==> config.mk <==
export PLATFORM = sky130hd
export DESIGN_NAME = tape_audio_mixer
export DESIGN_NICKNAME = d
export VERILOG_FILES = /design/src/source/coco_glue_pkg.sv /design/src/source/tape_audio_mixer.sv
export SDC_FILE = /design/constraint.sdc
export NUM_CORES = 1
export LEC_CHECK = 0
export BUFFER_PORTS_ARGS = -buffer_cell sky130_fd_sc_hd__buf_2
export CORE_UTILIZATION = 25
export DETAILED_ROUTE_END_ITERATION = 8
export SLEW_MARGIN = 20
export SYNTH_ARGS = -nofsm -noshare
export SYNTH_HDL_FRONTEND = slang
export SYNTH_SLANG_ARGS = --single-unit
export TNS_END_PERCENT = 30
==> constraint.sdc <==
create_clock -name clk_sys -period 0.8 [get_ports clk_sys]
set_clock_uncertainty 0.05 [all_clocks]
set_input_delay 0.04 -clock clk_sys [delete_from_list [all_inputs] [get_ports clk_sys]]
set_output_delay 0.04 -clock clk_sys [all_outputs]
set_load 0.05 [all_outputs]
==> src/source/coco_glue_pkg.sv <==
// Cassette and control glue shared definitions
// Widths, window geometry, slicer thresholds and reset stretch length
// for the glue logic around the home computer core

package coco_glue_pkg;

	//////////////////////////////////////////////////////////////
	// Tape ADC path
	//////////////////////////////////////////////////////////////

	// One ADC sample
	localparam int ADC_W = 12;
	// Window of 512 samples for the running average
	localparam int WIN_LOG2 = 9;
	// Running total, wide enough for 512 full scale samples
	localparam int TOTAL_W = 22;
	// Distance from the average before the tape bit flips
	localparam int ADC_HYST = 100;

	//////////////////////////////////////////////////////////////
	// Audio and joysticks
	//////////////////////////////////////////////////////////////

	// Sound word from the core
	localparam int SND_W = 12;
	// Packed audio word to the codec
	localparam int AUDIO_W = 16;
	// Digital joystick buttons and directions
	localparam int JOY_W = 32;
	// Analog joystick, Y in the high byte, X in the low byte
	localparam int AJOY_W = 16;

	//////////////////////////////////////////////////////////////
	// Machine control
	//////////////////////////////////////////////////////////////

	// Machine select, 0 CoCo2, 1 Dragon32, 2 Dragon64
	localparam int MSEL_W = 2;
	localparam logic [MSEL_W-1:0] MSEL_COCO2 = 2'd0;
	localparam logic [MSEL_W-1:0] MSEL_DRAGON64 = 2'd2;
	// Core reset length after a machine change
	localparam int RESET_STRETCH = 15;
	localparam int STRETCH_W = $clog2(RESET_STRETCH + 1);

endpackage
==> src/source/tape_audio_mixer.sv <==
// Tape source select and audio packing
// Picks the ADC or file tape bit and builds the 16 bit audio word,
// optionally mixing the tape bit in at a low level for monitoring

`timescale 1ns/1ps

module tape_audio_mixer (
	input  logic                              clk_sys,
	input  logic                              i_arst_n,
	input  logic                              i_tape_src_adc,
	input  logic                              i_tape_monitor,
	input  logic                              i_adc_bit,
	input  logic                              i_file_cas_bit,
	input  logic [coco_glue_pkg::SND_W-1:0]   i_sound,
	input  logic                              i_snd_bit,
	output logic                              o_cas_bit,
	output logic [coco_glue_pkg::AUDIO_W-1:0] o_audio
);

	logic tape_bit;
	logic mon_bit;

	// Tape source for the core and for the monitor
	assign tape_bit = i_tape_src_adc ? i_adc_bit : i_file_cas_bit;
	// Monitor flips sound bit 5
	assign mon_bit = i_sound[5] ^ (i_tape_monitor & tape_bit);

	always_ff @(posedge clk_sys or negedge i_arst_n)
	begin
		if (!i_arst_n)
		begin
			o_cas_bit <= 1'b0;
			o_audio <= '0;
		end
		else
		begin
			o_cas_bit <= tape_bit;
			// One bit sound loudest, then the core sound, low bits padded
			o_audio <= {i_snd_bit, i_sound[coco_glue_pkg::SND_W-1:6], mon_bit, i_sound[4:0],
				{(coco_glue_pkg::AUDIO_W - coco_glue_pkg::SND_W - 1){1'b0}}};
		end
	end

endmodule

# Word-level counts from Yosys, hierarchy flattened
# Cells that the tools add are included.
totals:
  regBits: 14
  input_bits: 19
  out_inout_bits: 17
  wordCells: 5
op_classes:
  muxes: 1
  bitwise: 2
ops:
  columns: ["op", "n"]
  rows:
  - ["AND 1 bit", 1]
  - ["two-way mux 1 bit", 1]
  - ["bitwise XOR 1 bit", 1]

# Depth between registers and ports, before layout
# Gate-level depths: netlist of run 1.
logic_depth:
  ltp_word: 3
  mapped_depth: 3
  ltp_nobuf: 3

# Least setup slack after synthesis of run 1
# No wires, ideal clock.
synth_path:
  kind: "flip-flop to output port"
  from: "reg o_audio[10] (netlist name)"
  to: "out o_audio[10] (netlist name)"
  arrival_ns: 0.586
  required_time_ns: 0.710
  slack_ns: 0.124
  stages_incl_launch_ff: 1
  n_path_buf: 0
  path_cell_list: "dfrtp_1"
synth_rtl:
  columns: ["item", "line_no", "rtl"]
  rows:
  - ["from (decl)", "tape_audio_mixer.sv:17", "output logic [coco_glue_pkg::AUDIO_W-1:0] o_audio"]
  - ["from (signal assigned)", "tape_audio_mixer.sv:39", "o_audio <= {i_snd_bit, i_sound[coco_glue_pkg::SND_W-1:6], mon_bit, i_sound[4:0],"]
# No word-level cell between the ends.

# Worst setup path in the final report of run 1
layout_path:
  from: "reg o_audio[11] (netlist name)"
  to: "out o_audio[11] (netlist name)"
# No word-level cell between the ends.

==> run metrics, run 1 <==
status finished with violations; failing checks hold timing, setup timing; switching share of power 29.0%; Pleak 0.418 nW; initial antenna violation count 0; register bit total from synthesis 14; Worst Slack Setup Final -91.9 ps; CP Cell Sequence buf_6; top cell type's share of synthesized area 86.2%; Die Y 42.3 µm; first-pass GRT wire length 1.61 mm; commonest non-fill, non-tap cell in the layout buf_2; drt first pass iters 4; Total Wirelength 1.02 mm; Int Power 0.00109 W; Crit-path slowest cell dfrtp_1; Clock Tree Root clkbuf_4; Mapped Cells 21; crit path capture type output pin; CP max FO 1; worst path bufs/invs 1; Pwr Total 0.00153 W; final slew viol count 0; number of port buffers 32; worst hold slack -23.7 ps; Final Hold Vio Count 1; post-route minimum period 892 ps; nets@finish 91; Clock transition at path regs 70 ps; global route overflow 0; Min-Delay Path Depth 2; # setup viols final 14; Clk pwr share 23.6%; worst-case vdd ir drop 0.000916 V; postcts setup bufs 0; CTS Buffer Depth 2; CTS tree done; pwr dens 1840 nW/µm²; Hold Crit Start i_adc_bit; Max Cap Viol 0; detailed placement HPWL 655 µm; vias in the first global route 387; area post-placement 572 µm²; combinational group share of total power 26.3%; RSZ-0062 raised after global routing yes; DR vias/cell 3.93; final worst-path cycle share 111%; DRC viols 0; Crit. path cell count 1; final core utilization 55.2%; Arrival @ worst endpoint 800 ps; layout cells sized above 1 52.9%; cts hold-fix bufs 15; clk sinks 14; startpoint class of the critical path flop; Seq/Total Area, Yosys 86.2%; post-route design area 832 µm²; Synth-to-Final Area Change 105%; Setup TNS -1180 ps; io pins 36; FP Rows 14; Area contributors post-synth dfrtp_1, buf_4, mux2_4; Sequential Power Share 50.1%; DRT iter0 DRCs 1; total number of vias 338; Num CTS Buffers 3; gpl congestion 0.641; DIE WIDTH 42.3 µm; htree depth 1; Final ANT Viol Nets 0; initial core utilization 27.0%; Avg Cell Area, Syn 19.4 µm²; Wirelength per Cell 11.8 µm; Mapped Area 407 µm²; area leader, netlist dfrtp_1; Hold Crit Endpoint o_cas_bit; global-route usage over all layers 12.8%; Hold Crit Class in2reg; most frequent cells in the layout buf_2, dlygate4sd3_1, dfrtp_1, buf_6; largest net degree at the start of global routing 15; Switching Power 0.000444 W; number of fill cells 125; Worst Path Required 710 ps; library cells used by synthesis 6; Ys Warns 0; maximum clock frequency 1.12 GHz; CP max stage delay 380 ps; die area 1790 µm²; Ant. Diodes 0; CP Class reg2out; Core ar. 1510 µm²; Largest delay share family, worst path flip-flops
==> how the worst max path moves through the flow <==
| stage | endpoint | from |
|---|---|---|
| after global placement | o_audio[8] | i_tape_src_adc |
| after global routing | o_audio[9] | o_audio[9] |
| after detailed placement | o_audio[8] | i_tape_src_adc |
| after CTS | o_audio[10] | o_audio[10] |
| after floorplan | o_audio[10] | o_audio[10] |
| final | o_audio[11] | o_audio[11] |
==> sequential cells by signal (all words and copies together), names as in the netlist <==
name / cells
o_audio: 13
o_cas_bit: 1
==> cell usage after synthesis, drive strengths merged <==
library cell / number
dfrtp: 14
buf: 3
conb: 1
mux2: 1
nand2: 1
xnor2: 1
==> cells by family (layout without fill, tap and decap cells) <==
logic type	count (synthesis)	count (layout)	synth area share, %
multiplexers	1	1	3.69
other	1	3	0.922
buffers and inverters	3	50	5.54
XOR/XNOR	1	1	2.15
flip-flops	14	14	86.2
AND/OR/NAND/NOR	1	1	1.54
==> power groups by stage <==
stage          clock (W)  sequential (W)  combinational (W)
2_1_floorplan          0        0.000920          0.0000572
3_3_place_gp           0        0.000769           0.000294
3_5_place_dp           0        0.000771           0.000299
4_1_cts         0.000387        0.000767           0.000404
5_1_grt         0.000426        0.000771           0.000422
6_report        0.000362        0.000767           0.000404
==> routing by layer <==
layer / global-route usage (%) / share of wire [%]
met1: 13.6 / 38
met3: 7.33 / 15
met2: 20.6 / 47
met4: 5.63 / 0
met5: 0 / 0
==> repair_timing <==
action                                  4_1_cts  5_1_grt
endpoints found under the setup margin       14       14
resized for setup                            28        0
endpoints found under the hold margin        28        1
==> per-stage QoR <==
| stage | worst slack, ps | hold slack (ps) | std cells |
|---|---|---|---|
| floorplan | 124 | -306 | 23 |
| global placement | 63.9 | -110 | 68 |
| detailed placement | 49.3 | -102 | 68 |
| CTS | -110 | -33.0 | 86 |
| global route | -140 | -36.1 | 86 |
| finish | -91.9 | -23.7 | 86 |
==> final cells by class <==
cell class | count | area, µm² | share of cell area [%]
Clock buffer | 3 | 22.5 | 2.71
Multi-Input combinational cell | 6 | 41.3 | 4.96
Sequential cell | 14 | 350 | 42.1
Tap cell | 16 | 20.0 | 2.41
Timing Repair Buffer | 47 | 398 | 47.8
(Power assumes the default switching activity.)
==> inputs of run 2 (changes only) <==
--- a/config.mk
+++ b/config.mk
@@ -5,6 +5,7 @@
 export SDC_FILE = /design/constraint.sdc
 export NUM_CORES = 1
 export LEC_CHECK = 0
+export ABC_AREA = 1
 export BUFFER_PORTS_ARGS = -buffer_cell sky130_fd_sc_hd__buf_2
 export CORE_UTILIZATION = 25
 export DETAILED_ROUTE_END_ITERATION = 8
==> run 2 against run 1 <==
The run ends with DRC, setup timing left. Combinational power barely moved. Flip-flop and latch count did not move. Area after synthesis rose by 7.1%. Worst hold slack improved by 89 ps. Cell count rose by 14%. Die area rose by 6.7%. Synthesized cell count rose by 48%. Power rose by 7.3%. Utilization rose by 1.5 points. Worst setup slack got worse by 13 ps. Routed wire length fell by 4.0%. Critical path type unchanged. Largest power group unchanged.
==> run metrics, run 2 <==
DRT iter0 DRCs 9 (+8); # setup viols final 14 (unchanged); DRC viols 7 (+7); maximum clock frequency 1.11 GHz (-1.4%); Setup TNS -1210 ps (-35.4 ps); commonest non-fill, non-tap cell in the layout buf_2; Core ar. 1560 µm² (+3.5%); Clock Tree Root clkbuf_4; final std cells w/o fill 98 (+14%); Area contributors post-synth dfrtp_1, buf_4, nand2_1; CP Class reg2out; total number of vias 382 (+13%); number of port buffers 32 (unchanged); Mapped Cells 31 (+48%); register bit total from synthesis 14 (unchanged); Arrival @ worst endpoint 810 ps (about the same); top-count cell post-synth dfrtp_1; Crit-path slowest cell dfrtp_1; area leader, netlist dfrtp_1; CP max stage delay 390 ps (about the same); initial core utilization 27.9% (+0.94 points); CTS tree done; Final ANT Viol Nets 0 (unchanged); DR vias/cell 3.90 (-0.82%); Largest delay share family, worst path flip-flops; Top Usage Layer GRT met2; area post-placement 601 µm² (+5.0%); detailed placement HPWL 563 µm (-14%); Ys Warns 0 (unchanged); FP Rows 14 (unchanged); worst path bufs/invs 1 (unchanged); Die Y 43.7 µm (+3.3%); Ant. Diodes 0 (unchanged); most frequent cells in the layout buf_2, dlygate4sd3_1, dfrtp_1, buf_6, nand2_1; Placed Instances 78 (+15%); Avg Cell Area, Syn 14.0 µm² (-27%); Hold Crit Class in2reg; global route overflow 0 (unchanged); Worst Path Required 710 ps (about the same); htree depth 1 (unchanged); largest net degree at the start of global routing 15 (unchanged); Biggest register o_audio; synth cell count leaders dfrtp_1, nand2_1, inv_1; drt first pass iters 5 (+1); die area 1910 µm² (+6.7%); vias in the first global route 394 (+1.8%); global-route usage over all layers 11.7% (-1.1 points); Num CTS Buffers 3 (unchanged); DIE WIDTH 43.7 µm (+3.3%); io pins 36 (unchanged); Mapped Area 435 µm² (+7.1%); startpoint class of the critical path flop; routing usage on met3 3.33% (-4.0 points); Synth-to-Final Area Change 103%; failing checks DRC, setup timing; Pleak 0.463 nW (+11%); pwr dens 1860 nW/µm² (+0.95%); final slew viol count 0 (unchanged); Max Cap Viol 0 (unchanged); final worst-path cycle share 113% (+1.6 points); worst-case vdd ir drop 0.000811 V (-11%); Total Wirelength 978 µm (-4.0%); nets@finish 102 (+12%); top_reg_cell synth dfrtp_1; CTS Buffer Depth 2 (unchanged); library cells used by synthesis 8 (+2); RSZ-0062 raised after global routing yes; met1 Usage GRT 12.9% (-0.71 points); layout cells sized above 1 46.3% (-6.5 points); initial antenna violation count 0 (unchanged); clk sinks 14 (unchanged); biggest regs o_audio: 13 flops, o_cas_bit: 1 flops; gpl congestion 0.620 (-3.3%); postcts setup bufs 0 (unchanged); Worst Slack Setup Final -105 ps (-12.8 ps); Post-synth ARST share 100% (unchanged); number of synthesized flops with an enable pin 0 (unchanged); first-pass GRT wire length 1.56 mm (-3.0%); Clock transition at path regs 80 ps (about the same); CP Cell Sequence buf_6; Final Hold Vio Count 0 (-1); Wirelength per Cell 9.98 µm (-16%); CP max FO 1 (unchanged); Seq/Total Area, Yosys 80.5% (-5.7 points); status finished with violations; post-route minimum period 905 ps (+12.8 ps); post-route design area 885 µm² (+6.3%); M2 GR Usage 19.7% (-0.91 points); crit path capture type output pin; max FFs per register 13 (unchanged); top cell type's share of synthesized area 80.5% (-5.7 points); worst hold slack 65.3 ps (+89.0 ps)
run 2: kinds of logic (layout without fill, tap and decap cells):
| group | after synthesis | count (layout) | share of synthesized area, % |
|---|---|---|---|
| buffers and inverters | 7 | 56 | 8.62 |
| flip-flops | 14 | 14 | 80.5 |
| other | 1 | 3 | 0.861 |
| AND/OR/NAND/NOR | 9 | 9 | 10.1 |
run 2: through the flow:
stage,worst slack (ps),total power [W],util [%]
floorplan,124,0.000975,-
CTS,-109,0.00166,56.7
global route,-141,0.00173,56.7
detailed placement,147,0.00106,38.5
global placement,157,0.00106,38.5
finish,-105,0.00164,56.7
run 2: final timing paths:
kind                           startpoint     endpoint  slack [ps]  depth (start not counted)
max in group asynchronous        i_arst_n  o_audio[15]         330                          2
min                        i_tape_src_adc   o_audio[8]          70                          5
max                           o_audio[13]  o_audio[13]        -100                          1
min in group asynchronous        i_arst_n  o_audio[12]         140                          2
run 2: power by group:
group	switching, W	leakage [nW]	internal, W
clock network	0.000197	0.0210	0.000276
logic	0.000240	0.278	0.000167
registers	0.0000187	0.164	0.000746
total	0.000456	0.463	0.00119
run 2: routing by layer:
layer / vias up / share of wire (%) / wire (µm)
li1: 186 / - / -
met1: 170 / 40 / 388
met2: 26 / 48 / 474
met3: 0 / 12 / 116
met4: 0 / 0 / 0
met5: - / 0 / 0
run 2: layout make-up:
| type | count | area [µm²] |
|---|---|---|
| repair buffers | 48 | 408 |
| flip-flops and latches | 14 | 350 |
| multi-input cells | 12 | 55.1 |
| clock buffers | 4 | 36.3 |
| well taps | 16 | 20.0 |
| inverters | 4 | 15.0 |
| fillers | 122 | 674 |
run 2: timing repair:
action	4_1_cts	5_1_grt
hold buffers	16	0
gates resized for setup	28	0
hold endpoints to repair	28	0
endpoints found under the setup margin	14	14
cloned	0	0
==> inputs of run 3 (changes only) <==
--- a/config.mk
+++ b/config.mk
@@ -7,8 +7,10 @@
 export LEC_CHECK = 0
 export ABC_AREA = 1
 export BUFFER_PORTS_ARGS = -buffer_cell sky130_fd_sc_hd__buf_2
-export CORE_UTILIZATION = 25
+export CORE_AREA = 2 2 39 41
 export DETAILED_ROUTE_END_ITERATION = 8
+export DIE_AREA = 0 0 41 43
+export PLACE_DENSITY = 0.7
 export SLEW_MARGIN = 20
 export SYNTH_ARGS = -nofsm -noshare
 export SYNTH_HDL_FRONTEND = slang
==> run 3 against run 2 <==
Highest routed layer is now met4. Cell count is 1.0% lower. First-iteration DRC count is 44% lower. Combinational power hardly changed. Cell area is 1.6% lower. Via count is 0.52% lower. Sequential share of layout area is 0.63 points higher. Clock-buffer cell count is 1 lower. Routed wire length is 10% higher. Worst hold slack better by 1.3 ps. The flow finishes with violations (setup timing). Largest power group unchanged. Worst setup slack worse by 19 ps. Critical endpoint is now o_audio[3]. Global-route usage is 3.0 points higher.
==> run metrics, run 3 (same netlist as run 2, synthesis figures left out) <==
initial core utilization 31.5% (+3.5 points); Clock transition at path regs 80 ps (about the same); Pleak 0.456 nW (-1.6%); most frequent cells in the layout buf_2, dlygate4sd3_1, dfrtp_1, buf_6, nand2_1; crit path capture type output pin; biggest regs o_audio: 13 flops, o_cas_bit: 1 flops; Crit. path cell count 1 (unchanged); Synth-to-Final Area Change 100%; Biggest register o_audio; crit path from o_audio[3]; CP max FO 1 (unchanged); global route overflow 0 (unchanged); CTS Buffer Depth 2 (unchanged); Arrival @ worst endpoint 830 ps (+20 ps); worst-case vdd ir drop 0.000769 V (-5.2%); Crit-path slowest cell dfrtp_1; post-route design area 871 µm² (-1.6%); Final ANT Viol Nets 0 (unchanged); layout cells sized above 1 45.7% (-0.66 points); DRT iter0 DRCs 5 (-4); CTS tree done; Largest delay share family, worst path flip-flops; total number of vias 380 (-0.52%); worst path bufs/invs 1 (unchanged); CP Cell Sequence buf_6; nets@finish 102 (unchanged); CP Class reg2out; Hold Crit Class in2reg; CP max stage delay 400 ps (about the same); status finished with violations; number of port buffers 32 (unchanged); crit path to o_audio[3]; io pins 36 (unchanged); FP Rows 14 (unchanged); Max Cap Viol 0 (unchanged); htree depth 1 (unchanged); Core ar. 1380 µm² (-11%); maximum clock frequency 1.08 GHz (-2.1%); post-route minimum period 924 ps (+19.0 ps); Total Wirelength 1.08 mm (+10%); initial antenna violation count 0 (unchanged); DR vias/cell 3.92 (+0.50%); final worst-path cycle share 115% (+2.4 points); startpoint class of the critical path flop; DRC viols 0 (-7); Num CTS Buffers 3 (unchanged); largest net degree at the start of global routing 15 (unchanged); RSZ-0062 raised after global routing yes; postcts setup bufs 0 (unchanged); die area 1760 µm² (-7.8%); failing checks setup timing; first-pass GRT wire length 1.60 mm (+2.6%); Pwr Total 0.00155 W (-5.7%); Wirelength per Cell 11.1 µm (+11%); Clock Tree Root clkbuf_4; # setup viols final 14 (unchanged); drt first pass iters 4 (-1); max FFs per register 13 (unchanged); DIE WIDTH 41 µm (-6.3%); global-route usage over all layers 14.8% (+3.0 points); Ant. Diodes 0 (unchanged); final slew viol count 0 (unchanged); gpl congestion 0.533 (-14%); commonest non-fill, non-tap cell in the layout buf_2; detailed placement HPWL 646 µm (+15%); Worst Slack Setup Final -124 ps (-19.0 ps); Worst Path Required 710 ps (about the same); Final Hold Vio Count 0 (unchanged); pwr dens 1780 nW/µm² (-4.3%); Die Y 43 µm (-1.7%); vias in the first global route 379 (-3.8%); clk sinks 14 (unchanged); area post-placement 601 µm² (unchanged)
==> run 3: through the flow <==
stage | utilization [%] | hold slack (ps) | setup WS (ps) | instances | setup TNS, ps
after floorplan | - | -306 | 124 | 33 | 0
after global placement | 43.4 | -112 | 154 | 78 | 0
after detailed placement | 43.4 | -111 | 143 | 78 | 0
after CTS | 62.9 | 55.1 | -111 | 97 | -1370
after global routing | 62.9 | 86.0 | -144 | 97 | -1780
final | 62.9 | 66.6 | -124 | 97 | -1350
==> run 3: worst min-delay path by stage <==
stage                              start          end  slack (ps)  depth (start not counted)
final                     i_tape_src_adc   o_audio[8]          70                          5
after global placement          i_arst_n   o_audio[6]        -110                          1
after global routing           i_adc_bit   o_audio[8]          90                          5
after detailed placement        i_arst_n   o_audio[3]        -110                          1
after floorplan                 i_arst_n  o_audio[10]        -310                          0
after CTS                 i_tape_src_adc   o_audio[8]          60                          5
==> run 3: routing by layer <==
layer  GRT usage (%)  vias to the layer above  share of wire [%]
met5               0                        -                  0
met1            16.2                      160                 40
li1                -                      186                  -
met3            3.14                        5                 12
met4            14.0                        0                4.2
met2            21.9                       29                 44
==> run 3: report_power, final <==
group	switching, W	internal (W)
Clock	0.000202	0.000175
Sequential	0.0000192	0.000747
Combinational	0.000241	0.000167
Total	0.000462	0.00109
==> run 3: cell type report <==
class	instances	area, µm²
timing repair buffer	48	408
clock buffer	3	22.5
multi-input combinational	12	55.1
fill	103	513
tap	16	20.0
sequential	14	350
inverter	4	15.0
==> run 3: what timing repair did <==
| action | 4_1_cts | 5_1_grt |
|---|---|---|
| endpoints found under the setup margin | 14 | 14 |
| hold buffers | 16 | 0 |
| resized for setup | 28 | 0 |
| endpoints found under the hold margin | 28 | 0 |
