## src/source/coco_glue_pkg.sv

```systemverilog
// Cassette and control glue shared definitions
// Widths, window geometry, slicer thresholds and reset stretch length
// for the glue logic around the home computer core

package coco_glue_pkg;

	//////////////////////////////////////////////////////////////
	// Tape ADC path
	//////////////////////////////////////////////////////////////

	// One ADC sample
	localparam int ADC_W = 12;
	// Window of 512 samples for the running average
	localparam int WIN_LOG2 = 9;
	// Running total, wide enough for 512 full scale samples
	localparam int TOTAL_W = 22;
	// Distance from the average before the tape bit flips
	localparam int ADC_HYST = 100;

	//////////////////////////////////////////////////////////////
	// Audio and joysticks
	//////////////////////////////////////////////////////////////

	// Sound word from the core
	localparam int SND_W = 12;
	// Packed audio word to the codec
	localparam int AUDIO_W = 16;
	// Digital joystick buttons and directions
	localparam int JOY_W = 32;
	// Analog joystick, Y in the high byte, X in the low byte
	localparam int AJOY_W = 16;

	//////////////////////////////////////////////////////////////
	// Machine control
	//////////////////////////////////////////////////////////////

	// Machine select, 0 CoCo2, 1 Dragon32, 2 Dragon64
	localparam int MSEL_W = 2;
	localparam logic [MSEL_W-1:0] MSEL_COCO2 = 2'd0;
	localparam logic [MSEL_W-1:0] MSEL_DRAGON64 = 2'd2;
	// Core reset length after a machine change
	localparam int RESET_STRETCH = 15;
	localparam int STRETCH_W = $clog2(RESET_STRETCH + 1);

endpackage
```

## src/source/machine_control.sv

```systemverilog
// Machine control for the home computer core
// Decodes the machine select, stretches the core reset on a machine
// change, makes a one cycle hard reset pulse on each request toggle,
// restarts the tape window and gates turbo with the cassette relay

`timescale 1ns/1ps

module machine_control (
	input  logic                             clk_sys,
	input  logic                             i_arst_n,
	input  logic [coco_glue_pkg::MSEL_W-1:0] i_machine_sel,
	input  logic                             i_hard_reset_tgl,
	input  logic                             i_disk_cart,
	input  logic                             i_turbo_en,
	input  logic                             i_cas_relay,
	input  logic                             i_soft_reset,
	output logic                             o_dragon,
	output logic                             o_dragon64,
	output logic                             o_disk_cart,
	output logic                             o_hard_reset,
	output logic                             o_core_reset,
	output logic                             o_window_restart,
	output logic                             o_turbo
);

	// Registered copies of the change inputs
	logic [coco_glue_pkg::MSEL_W-1:0] msel_q;
	logic hard_tgl_q;
	// Change detect, valid for one cycle after an input edge
	logic msel_chg;
	logic hard_chg;
	// Second stage, lines the strobes up with the stretch start
	logic msel_chg_q;
	logic hard_pend;
	// Stretch counter and its registered flag
	logic [coco_glue_pkg::STRETCH_W-1:0] stretch_cnt;
	logic stretch_q;

	assign msel_chg = (i_machine_sel != msel_q);
	assign hard_chg = (i_hard_reset_tgl != hard_tgl_q);

	// Copies follow the inputs even while in reset
	// so the release of reset never looks like a change
	always_ff @(posedge clk_sys)
	begin
		msel_q <= i_machine_sel;
		hard_tgl_q <= i_hard_reset_tgl;
	end

	//////////////////////////////////////////////////////////////
	// Reset stretch and hard reset pulse
	//////////////////////////////////////////////////////////////

	always_ff @(posedge clk_sys or negedge i_arst_n)
	begin
		if (!i_arst_n)
		begin
			stretch_cnt <= '0;
			stretch_q <= 1'b0;
			msel_chg_q <= 1'b0;
			hard_pend <= 1'b0;
			o_hard_reset <= 1'b0;
			o_window_restart <= 1'b0;
		end
		else
		begin
			// Either change reloads the full length, a new change wins over counting
			if (msel_chg || hard_chg)
				stretch_cnt <= coco_glue_pkg::STRETCH_W'(coco_glue_pkg::RESET_STRETCH);
			else if (stretch_cnt != '0)
				stretch_cnt <= stretch_cnt - 1'b1;
			stretch_q <= (stretch_cnt != '0);
			// Window restart on the first stretch cycle of a machine change
			msel_chg_q <= msel_chg;
			o_window_restart <= msel_chg_q;
			// Hard reset lands with the stretch start
			hard_pend <= hard_chg;
			o_hard_reset <= hard_pend;
		end
	end

	// Soft reset from the host passes straight through
	assign o_core_reset = stretch_q | i_soft_reset;

	//////////////////////////////////////////////////////////////
	// Machine decode and turbo
	//////////////////////////////////////////////////////////////

	always_ff @(posedge clk_sys or negedge i_arst_n)
	begin
		if (!i_arst_n)
		begin
			o_dragon <= 1'b0;
			o_dragon64 <= 1'b0;
			o_disk_cart <= 1'b0;
			o_turbo <= 1'b0;
		end
		else
		begin
			// Dragon32 and Dragon64 both run the Dragon memory map
			o_dragon <= (i_machine_sel != coco_glue_pkg::MSEL_COCO2);
			o_dragon64 <= (i_machine_sel == coco_glue_pkg::MSEL_DRAGON64);
			o_disk_cart <= i_disk_cart;
			// Turbo only while the cassette relay is closed
			o_turbo <= i_turbo_en & i_cas_relay;
		end
	end

endmodule

```

## config.mk

```make
export PLATFORM = sky130hd
export DESIGN_NAME = machine_control
export DESIGN_NICKNAME = d
export VERILOG_FILES = /design/src/source/coco_glue_pkg.sv /design/src/source/machine_control.sv
export SDC_FILE = /design/constraint.sdc
export NUM_CORES = 1
export LEC_CHECK = 0
export ABC_AREA = 1
export BUFFER_PORTS_ARGS = -buffer_cell sky130_fd_sc_hd__buf_2
export CAP_MARGIN = 10
export CORE_AREA = 2 2 39 41
export CTS_CLUSTER_SIZE = 14
export DETAILED_ROUTE_END_ITERATION = 12
export DIE_AREA = 0 0 41 43
export HOLD_SLACK_MARGIN = 0.02
export PLACE_DENSITY = 0.73
export SYNTH_ARGS = -nofsm -noshare
export SYNTH_HDL_FRONTEND = slang
export SYNTH_SLANG_ARGS = --single-unit
```

## constraint.sdc

```tcl
create_clock -name clk_sys -period 1.7 [get_ports clk_sys]
set_clock_uncertainty 0.15 [all_clocks]
set_input_delay 0 -clock clk_sys [delete_from_list [all_inputs] [get_ports clk_sys]]
set_output_delay 0 -clock clk_sys [all_outputs]
set_load 0.005 [all_outputs]
```

Word-level counts from Yosys, hierarchy flattened
Cells that the tools add are included.
- add/subtract/negate cells: 1
- multiply operators: 0
- div/mod/pow operators: 0
- order comparisons: 0
- equal/unequal tests: 3
- shift operators: 0
- mux-type cells: 2
- bitwise logic cells: 2
- reduce and logical (&&, ||, !) cells: 4
- operator list (kind ; number):
    two-way mux 4 bit ; 2
    nonzero test 2 bit ; 2
    nonzero test 4 bit ; 1
    subtractor 4 x 1 -> 4 bit, second input constant ; 1
    == test 2 bit, second input constant ; 1
    != test 2 bit ; 1
    AND 1 bit ; 1
    logical OR 1 bit ; 1
    != test 1 bit ; 1
    OR 1 bit ; 1
- flip-flop bits (word level): 16
- bits in latches: 0
- bits in writable memories: 0
- memory bits (read-only): 0
- input port bits: 9
- output and inout bits: 7
- logic and storage cells: 24
- memories: 0

Depth between registers and ports, before layout
Gate-level depths: netlist of run 1.
- depth in word-level cells: 3
- gate-level depth with buffers: 7
- depth with buffers taken out: 7

Worst setup path after synthesis of run 1
Ideal clock, no wire load.
- kind: register -> register
- start: register stretch_cnt[0] (netlist name)
- end: register stretch_cnt[1] (netlist name)
- library setup time: 0.123 ns
- arrival: 0.977 ns
- required time: 1.427 ns
- slack: 0.450 ns
- stages on the path, launching flop included: 6
- path through: dfrtp_1 inv_1 ha_1 nand3_2 o21ai_0 nand2_1
- word-level cells in the longest chain between the ends: 3
- elaborated cells between the ends (all ways): 5
- those cells by class: add/sub: 1; mux: 2; reduce/logical: 2
- ends and longest elaborated chain (item ; RTL line ; source):
    start: declaration ; machine_control.sv:36 ; logic [coco_glue_pkg::STRETCH_W-1:0] stretch_cnt;
    start signal: assignment ; machine_control.sv:69 ; stretch_cnt <= coco_glue_pkg::STRETCH_W'(coco_glue_pkg::RESET_STRETCH);
    start signal: assignment ; machine_control.sv:71 ; stretch_cnt <= stretch_cnt - 1'b1;
    subtractor 4 x 1 -> 4 bit ; machine_control.sv:71 ;
    two-way mux 4 bit ; machine_control.sv:70 ; else if (stretch_cnt != '0)
    two-way mux 4 bit ; machine_control.sv:68 ; if (msel_chg || hard_chg)
Several ways; a longest one is shown, not always the timed one. The select of a mux whose other input is x is not followed.
A chain may end at the register's enable or synchronous reset.

Worst setup path in the final report of run 1
Ends and elaborated chain as after synthesis.

==> results of run 1 <==
[worst paths after layout]
| kind | cells past startpoint | endpoint | slack, ns |
|---|---|---|---|
| setup / recovery | 5 | stretch_cnt[1] | 0.35 |
| hold / removal | 3 | o_core_reset | 0.11 |
| setup reg to reg | 5 | stretch_cnt[1] | 0.35 |
| hold reg to reg | 0 | o_hard_reset | 0.19 |
| max in group asynchronous | 3 | hard_pend | 0.41 |
| min in group asynchronous | 3 | o_hard_reset | 0.62 |
[layer usage]
layer,GRT usage (%),part of all wire (%)
met2,22.5,50
met1,17.5,43
met4,12.0,3.7
met5,0,0
met3,3.14,3.1
[through the flow]
stage                     util (%)  power, µW  hold slack [ns]  std cells  setup WS [ns]
after floorplan                  -        433           -0.446         55          0.450
after global placement        49.5        460           -0.257         86          0.407
after detailed placement      49.5        463           -0.254         86          0.349
after CTS                     57.2        684            0.116         98          0.345
after global routing          57.2        713            0.145         98          0.210
final                         57.2        675            0.111         98          0.347
[cell type report]
class | count | area, µm² | share of cell area [%]
clock buffer | 4 | 26.3 | 3.32
multi-input combinational | 31 | 175 | 22.1
timing repair buffer | 23 | 155 | 19.6
inverter | 8 | 30.0 | 3.79
sequential | 16 | 385 | 48.7
tap | 16 | 20.0 | 2.53
[cells by family (layout without fill, tap and decap cells)]
| logic type | count (synthesis) | after routing | synth area share [%] |
|---|---|---|---|
| fa+ha+maj | 2 | 2 | 4.24 |
| flops | 16 | 16 | 65.3 |
| buf+inv | 8 | 35 | 5.08 |
| xor+xnor | 3 | 3 | 5.72 |
| simple gates | 25 | 25 | 18.9 |
| compound gates | 1 | 1 | 0.847 |
[synth_stat cells]
library cell,count
nor2_1,3
nand3_2,1
ha_1,2
nand4_1,1
inv_2,1
nand2_1,16
dfrtp_1,13
nand3_1,1
inv_1,6
xor2_1,1
xnor2_1,1
dfxtp_1,3
xor2_2,1
nor2_2,1
or2_2,1
clkinv_1,1
o21ai_0,1
or2_1,1
[repair_timing]
item,CTS,global route
hold endpoints to repair,26,0
gates resized for setup,0,0
buffers inserted,0,0
hold buffers,8,0
[critical path: cells and delay by family, from the launching register on]
kind | cells | cell delay (ns)
simple gates | 2 | 0.20
flops | 1 | 0.38
compound gates | 1 | 0.16
buf+inv | 1 | 0.13
fa+ha+maj | 1 | 0.23
[power by group]
group	total, µW	leakage (µW)	internal, µW	switching (µW)
registers	404	0.000161	398	5.62
logic	64.2	0.000235	33.9	30.3
clock network	207	0.0000150	91.2	116
total	675	0.000410	523	152
[cells in the final DEF (no fill, tap or decap)]
cell,instances
nand2_1,16
buf_2,15
dfrtp_1,13
dlygate4sd3_1,8
inv_1,6
nor2_1,3
clkbuf_4,3
dfxtp_1,3
ha_1,2
xnor2_1,1
xor2_2,1
inv_2,1
clkinv_1,1
nand3_2,1
or2_2,1
or2_1,1
nor2_2,1
xor2_1,1
nand3_1,1
o21ai_0,1
nand4_1,1
clkbuf_1,1
==> impl_metrics.json, run 1 <==
{
  "largest_register_ffs": 4,
  "critPathCaptureType": "register",
  "min-delay-path-class": "input port to output pin",
  "crit_slowest_cell": "dfrtp_1",
  "grt_pass1_wl_um": 1700,
  "netlist_area_um2": 591,
  "crit_chain": "inv_1 -> ha_1 -> nand3_2 -> o21ai_0 -> nand2_1",
  "worst_setup_path_start_kind": "register",
  "final_area_um2": 792,
  "rsz0062_at_grt": "false",
  "regMostFlops": "stretch_cnt",
  "drc": 0,
  "final_hold_viol_count": 0,
  "htree_num_levels": 1,
  "cap_violations": 0,
  "fmax_mhz": 739,
  "cp-startpoint": "stretch_cnt[0]",
  "grt_max_degree": 14,
  "dieArea_mm2": 0.00176,
  "syn_inst": 55,
  "gp_congestion": 0.730,
  "clockBufferDepth": 2,
  "yosys-top-cells-area": "dfrtp_1 55%, dfxtp_1 10%, nand2_1 10%",
  "initial_core_util_pct": 42.7,
  "cp_data_arrival_time_ns": 1.39,
  "yosysSeqAreaShare_pct": 65.3,
  "synth_area_leader_cell": "dfrtp_1",
  "clkLatencyLatePin_ns": 0.29,
  "nets": 94,
  "relSlewSlack_pct": 63.2,
  "reg_top3": "stretch_cnt: 4 flops, msel_q: 2 flops",
  "ys_seq_elements": 16,
  "leakagePower_uw": 0.000410,
  "setup_viol": 0,
  "syn_to_final_growth_pct": 34.1,
  "outcome": "completed",
  "worstPathRequired_ns": 1.73,
  "cts_buffers": 3,
  "via_per_inst": 4.22,
  "irDropWorstVdd_uv": 431,
  "drt_wl_total_um": 982,
  "io_buffers": 15,
  "drtPass1Iterations": 4,
  "antenna_found_initial": 0,
  "grt_pass1_vias": 404,
  "dp_hpwl_um": 669,
  "cts-root-buf": "clkbuf_4",
  "drive_gt1_share_pct": 28.0,
  "synth_nets": 66,
  "power_density_mw_per_mm2": 853,
  "slew_viol_final": 0,
  "num_vias": 414,
  "wl_per_cell_um": 10.0,
  "regToRegStartpoint": "stretch_cnt[0]",
  "tritoncts": "yes",
  "die_width_um": 41,
  "fin_crit_ns": 1.35,
  "grt-ovfl-total": 0,
  "totalNegativeSetupSlack_ns": 0,
  "drt_iter0_drc": 4,
  "yosysTopAreaCellShare_pct": 55.1,
  "yosysUniqueCellTypes": 18,
  "pin_count": 16,
  "grt_util_all_layers_pct": 15.1,
  "slowest_delay_ns": 0.38,
  "fin_crit_sh_pct": 79.6,
  "num_rows": 14,
  "nFillCells": 124,
  "avgSynthCellArea_um2": 10.7,
  "critPathMaxFanout": 5,
  "place_area_um2": 686,
  "worstMarginPinSlew_ns": 0.550,
  "ys_warn_count": 0,
  "n_antenna_cell": 0,
  "path_clk_slew_ns": 0.09,
  "worstHoldStart": "i_soft_reset",
  "ant_nets": 0,
  "die_h_um": 43,
  "cts.sinks": 16,
  "worstSetupPathType": "register to register",
  "core_mm2": 0.00138
}
Power figures use the tool's default switching activity.
==> run 2, diff against run 1 <==
Clock period 1.7 ns to 1.4 ns, I/O delays scaled along.
==> run 2 against run 1 <==
  * Via count rose by 1.9%
  * Global-route usage fell by 0.98 points
  * Non-clock buffer count did not move
  * First-iteration DRC count rose by 130%
  * Die area did not move
  * Register-to-register slack got worse by 0.25 ns
  * Clock power rose by 42%
  * Combinational power rose by 21%
  * Fmax rose by 4.2%
  * Worst hold slack got worse by 0.011 ns
  * Design area rose by 1.6%
  * Critical path type unchanged
==> impl_metrics.json, run 2 (synthesis results as in run 1) <==
{
  "ant_nets": 0,
  "min-delay-path-class": "input port to output pin",
  "drtPass1Iterations": 4,
  "syn_to_final_growth_pct": 36.2,
  "grt_util_all_layers_pct": 14.1,
  "drive_gt1_share_pct": 31.7,
  "dp_hpwl_um": 635,
  "nets": 94,
  "slew_viol_final": 0,
  "fin_crit_ns": 1.30,
  "num_vias": 422,
  "relSlewSlack_pct": 81.0,
  "cts.sinks": 16,
  "min_path_cells": 3,
  "cts_buffers": 3,
  "top_layer": "met3",
  "irDropWorstVdd_uv": 706,
  "worstMarginPinSlew_ns": 0.285,
  "totalNegativeSetupSlack_ns": 0,
  "n_antenna_cell": 0,
  "drc": 0,
  "hold_end": "o_core_reset",
  "final_common_cell": "nand2_1",
  "clockBufferDepth": 2,
  "drt_wl_total_um": 942,
  "die_width_um": 41,
  "die_h_um": 43,
  "critPathMaxFanout": 5,
  "regMostFlops": "stretch_cnt",
  "path_clk_slew_ns": 0.09,
  "worstHoldStart": "i_soft_reset",
  "worstSetupPathType": "register to register",
  "wl_per_cell_um": 9.61,
  "stdcell_count": 98,
  "rsz0062_at_grt": "false",
  "dp.cells": 86,
  "pin_count": 16,
  "gp_congestion": 0.728,
  "worst_setup_path_start_kind": "register",
  "antenna_found_initial": 0,
  "via_per_inst": 4.31,
  "fin_crit_sh_pct": 92.7,
  "fin_util_pct": 58.1,
  "power_density_mw_per_mm2": 1070,
  "regToRegStartpoint": "stretch_cnt[0]",
  "met3_length_um": 37,
  "htree_num_levels": 1,
  "rrSetupSlack_ns": 0.10,
  "grt_pass1_wl_um": 1600,
  "r2r_end": "stretch_cnt[1]",
  "tritoncts": "yes",
  "drt-met1-wl_um": 399,
  "final_area_um2": 805,
  "io_buffers": 15,
  "core_mm2": 0.00138,
  "nFillCells": 114,
  "reg2reg_depth": 5,
  "num_rows": 14,
  "critPathCaptureType": "register",
  "grt_pass1_vias": 374,
  "fmax_mhz": 770,
  "place_area_um2": 686,
  "cts-root-buf": "clkbuf_4",
  "final_hold_viol_count": 0,
  "outcome": "completed",
  "reg_top3": "stretch_cnt: 4 flops, msel_q: 2 flops",
  "drt_iter0_drc": 9,
  "grt_max_degree": 14,
  "clkLatencyLatePin_ns": 0.28,
  "grt-ovfl-total": 0,
  "final_cell_mix": "16 x nand2_1, 15 x buf_2, 13 x dfrtp_1",
  "initial_core_util_pct": 42.7,
  "largest_register_ffs": 4,
  "leakagePower_uw": 0.000411,
  "cap_violations": 0,
  "worstPathRequired_ns": 1.41,
  "cts_setup_buffers": 0,
  "dieArea_mm2": 0.00176,
  "setup_viol": 0,
  "wl_met2_um": 505,
  "cp_data_arrival_time_ns": 1.31
}
## run 2: cell counts in the layout (fill, tap and decap cells not counted)
Identical to the previous run, type by type.
## run 2: worst max path at each step
stage,start,to,slack (ns),cells after the start
2_1_floorplan,stretch_cnt[0],stretch_cnt[1],0.15,5
3_3_place_gp,stretch_cnt[0],stretch_cnt[1],0.11,5
3_5_place_dp,stretch_cnt[0],stretch_cnt[1],0.05,5
4_1_cts,stretch_cnt[0],stretch_cnt[1],0.01,5
5_1_grt,stretch_cnt[0],stretch_cnt[1],0.009,5
6_report,stretch_cnt[0],stretch_cnt[1],0.10,5
## run 2: through the flow
step | setup slack (ns) | hold slack [ns] | power [µW]
4_1_cts | 0.0112 | 0.105 | 876
3_3_place_gp | 0.107 | -0.257 | 558
6_report | 0.102 | 0.100 | 862
2_1_floorplan | 0.150 | -0.446 | 525
5_1_grt | 0.00922 | 0.136 | 916
3_5_place_dp | 0.0497 | -0.251 | 561
## run 2: metal layers
metal | GRT usage, % | vias to the layer above
li1 | - | 221
met1 | 18.0 | 190
met2 | 20.9 | 11
met3 | 1.57 | 0
met4 | 10.0 | 0
met5 | 0 | -
## run 2: report_power, final
part | switching [µW] | total (µW) | leakage, µW | internal (µW)
logic | 36.4 | 77.9 | 0.000229 | 41.6
clock network | 135 | 293 | 0.0000210 | 158
registers | 7.22 | 491 | 0.000161 | 483
## run 2: layout make-up
| class | instances | area [µm²] | share of cell area, % |
|---|---|---|---|
| Sequential cell | 16 | 385 | 47.9 |
| Multi-Input combinational cell | 31 | 178 | 22.1 |
| Inverter | 8 | 30.0 | 3.73 |
| Tap cell | 16 | 20.0 | 2.49 |
| Clock buffer | 4 | 36.3 | 4.51 |
| Timing Repair Buffer | 23 | 155 | 19.3 |
## run 2: critical path, stage by stage (launching register included)
cell	delay (ns)
dfrtp_1	0.39
inv_2	0.10
ha_2	0.21
nand3_2	0.12
o21ai_1	0.14
nand2_1	0.07
## run 2: what timing repair did
action	CTS	global route
endpoints found under the setup margin	0	14
hold buffers	8	1
endpoints found under the hold margin	26	13
resized for setup	0	3
==> run 3, diff against run 2 <==
Clock period 1.4 ns to 1.2 ns, I/O delays scaled along.
==> run 3 against run 2 <==
  * Clock power up 20%
  * Count of clock-buffer cells in the layout unchanged
  * Die area unchanged
  * Fmax up 9.5%
  * Via count up 4.5%
  * Cell count up 4.1%
  * Global-route usage up 2.5 points
  * Design area up 9.5%
  * Flip-flop and latch count unchanged
  * Sequential power up 17%
  * Non-clock buffer count up 4
  * Highest routed layer is now met4
==> impl_metrics.json, run 3 (synthesis results as in run 1) <==
{
  "rsz0062_at_grt": "true",
  "fin_util_pct": 63.7,
  "p_comb_share_pct": 10.4,
  "nets": 98,
  "cts_buffers": 3,
  "n_antenna_cell": 0,
  "htree_num_levels": 1,
  "reg_top3": "stretch_cnt: 4 flops, msel_q: 2 flops",
  "power.internal_uw": 805,
  "core_mm2": 0.00138,
  "setup_ws_ns": 0.0138,
  "critPathCaptureType": "register",
  "fmax_mhz": 843,
  "final_area_um2": 881,
  "critPathMaxFanout": 3,
  "drt_wl_total_um": 1130,
  "tritoncts": "yes",
  "setup_viol": 0,
  "p_switching_uw": 228,
  "drive_gt1_share_pct": 43.0,
  "final_common_cell": "buf_2",
  "pwr-share-seq_pct": 55.5,
  "pin_count": 16,
  "cts.sinks": 16,
  "grt_util_all_layers_pct": 16.6,
  "num_vias": 441,
  "path_clk_slew_ns": 0.10,
  "min-delay-path-class": "input port to output pin",
  "min_path_cells": 3,
  "place_area_um2": 703,
  "dieArea_mm2": 0.00176,
  "worstPathRequired_ns": 1.22,
  "slew_viol_final": 0,
  "timing.hold.ws_ns": 0.111,
  "outcome": "completed",
  "final_cell_mix": "15 x buf_2, 13 x nand2_1, 13 x dfrtp_1",
  "grt_max_degree": 14,
  "regToRegStartpoint": "stretch_cnt[0]",
  "regMostFlops": "stretch_cnt",
  "initial_core_util_pct": 42.7,
  "worstHoldStart": "i_soft_reset",
  "final_hold_viol_count": 0,
  "power_density_mw_per_mm2": 1170,
  "gp_congestion": 0.676,
  "leakagePower_uw": 0.000430,
  "worstMarginPinSlew_ns": 0.279,
  "cap_violations": 0,
  "reg2reg_depth": 5,
  "r2r_end": "stretch_cnt[2]",
  "cp_data_arrival_time_ns": 1.21,
  "dp.cells": 88,
  "irDropWorstVdd_uv": 740,
  "fin_crit_ns": 1.19,
  "drt_iter0_drc": 4,
  "clockBufferDepth": 2,
  "die_h_um": 43,
  "nFillCells": 106,
  "hold_end": "o_core_reset",
  "clkLatencyLatePin_ns": 0.28,
  "stdcell_count": 102,
  "fin_crit_sh_pct": 98.8,
  "largest_register_ffs": 4,
  "dp_slack_ns": -0.0576,
  "worstSetupPathType": "register to register",
  "switching_share_pct": 22.1,
  "grt_pass1_wl_um": 1840,
  "rrSetupSlack_ns": 0.01,
  "antenna_found_initial": 0,
  "cts-root-buf": "clkbuf_4",
  "ant_nets": 0,
  "io_buffers": 15,
  "syn_to_final_growth_pct": 49.2,
  "grt-ovfl-total": 0,
  "worst_setup_path_start_kind": "register",
  "relSlewSlack_pct": 81.4,
  "die_width_um": 41,
  "wl_per_cell_um": 11.1,
  "drtPass1Iterations": 4,
  "via_per_inst": 4.32,
  "p_clk_share_pct": 34.1,
  "num_rows": 14,
  "grt_pass1_vias": 456,
  "drc": 0,
  "dp_hpwl_um": 715
}
## run 3: changes by cell type in the layout (fill, tap and decap cells not counted), sizes merged
cell and delta:
buf +4
## run 3: how the worst max path moves through the flow
stage,slack (ns),endpoint,cells after the start,startpoint
floorplan,0.02,stretch_cnt[1],5,stretch_cnt[0]
global placement,0.001,stretch_cnt[1],5,stretch_cnt[0]
detailed placement,-0.06,stretch_cnt[1],5,stretch_cnt[1]
CTS,0.001,stretch_cnt[3],7,stretch_cnt[1]
global route,-0.06,stretch_cnt[3],7,stretch_cnt[0]
finish,0.01,stretch_cnt[2],5,stretch_cnt[0]
## run 3: cell type report
class	instances	area, µm²	area share, %
multi-input cells	31	224	25.4
clock buffers	4	36.3	4.12
inverters	8	30.0	3.41
well taps	16	20.0	2.27
flip-flops and latches	16	385	43.8
repair buffers	27	185	21.0
## run 3: critical path, cell delays in order (launching register included)
cell	delay (ns)
dfrtp_1	0.39
inv_2	0.07
ha_2	0.19
xor2_1	0.15
nand2_1	0.07
nand2_1	0.06
## run 3: power groups by stage
| stage | logic [µW] | registers (µW) | clock network (µW) |
|---|---|---|---|
| 6_report | 107 | 573 | 353 |
| 3_5_place_dp | 76.7 | 584 | 0 |
| 4_1_cts | 99.7 | 573 | 361 |
| 3_3_place_gp | 73.0 | 583 | 0 |
| 5_1_grt | 123 | 577 | 388 |
| 2_1_floorplan | 28.0 | 586 | 0 |
## run 3: layer usage
layer | GRT usage, % | vias up | share of wire (%)
met5 | 0 | - | 0
met1 | 16.5 | 204 | 40
met3 | 1.57 | 2 | 2.1
li1 | - | 227 | -
met2 | 28.1 | 8 | 56
met4 | 14.0 | 0 | 2.4
## run 3: through the flow
step	TNS (ns)	power (µW)
3_3_place_gp	0	656
2_1_floorplan	0	614
6_report	0	1030
5_1_grt	-0.153	1090
4_1_cts	0	1030
3_5_place_dp	-0.0576	661
## run 3: repair_timing
| item | CTS | global route |
|---|---|---|
| hold endpoints to repair | 26 | 0 |
| pin swaps | 3 | 4 |
| hold buffers | 8 | 0 |
| gates resized for setup | 5 | 7 |
| buffers inserted | 0 | 2 |
| endpoints found under the setup margin | 5 | 4 |
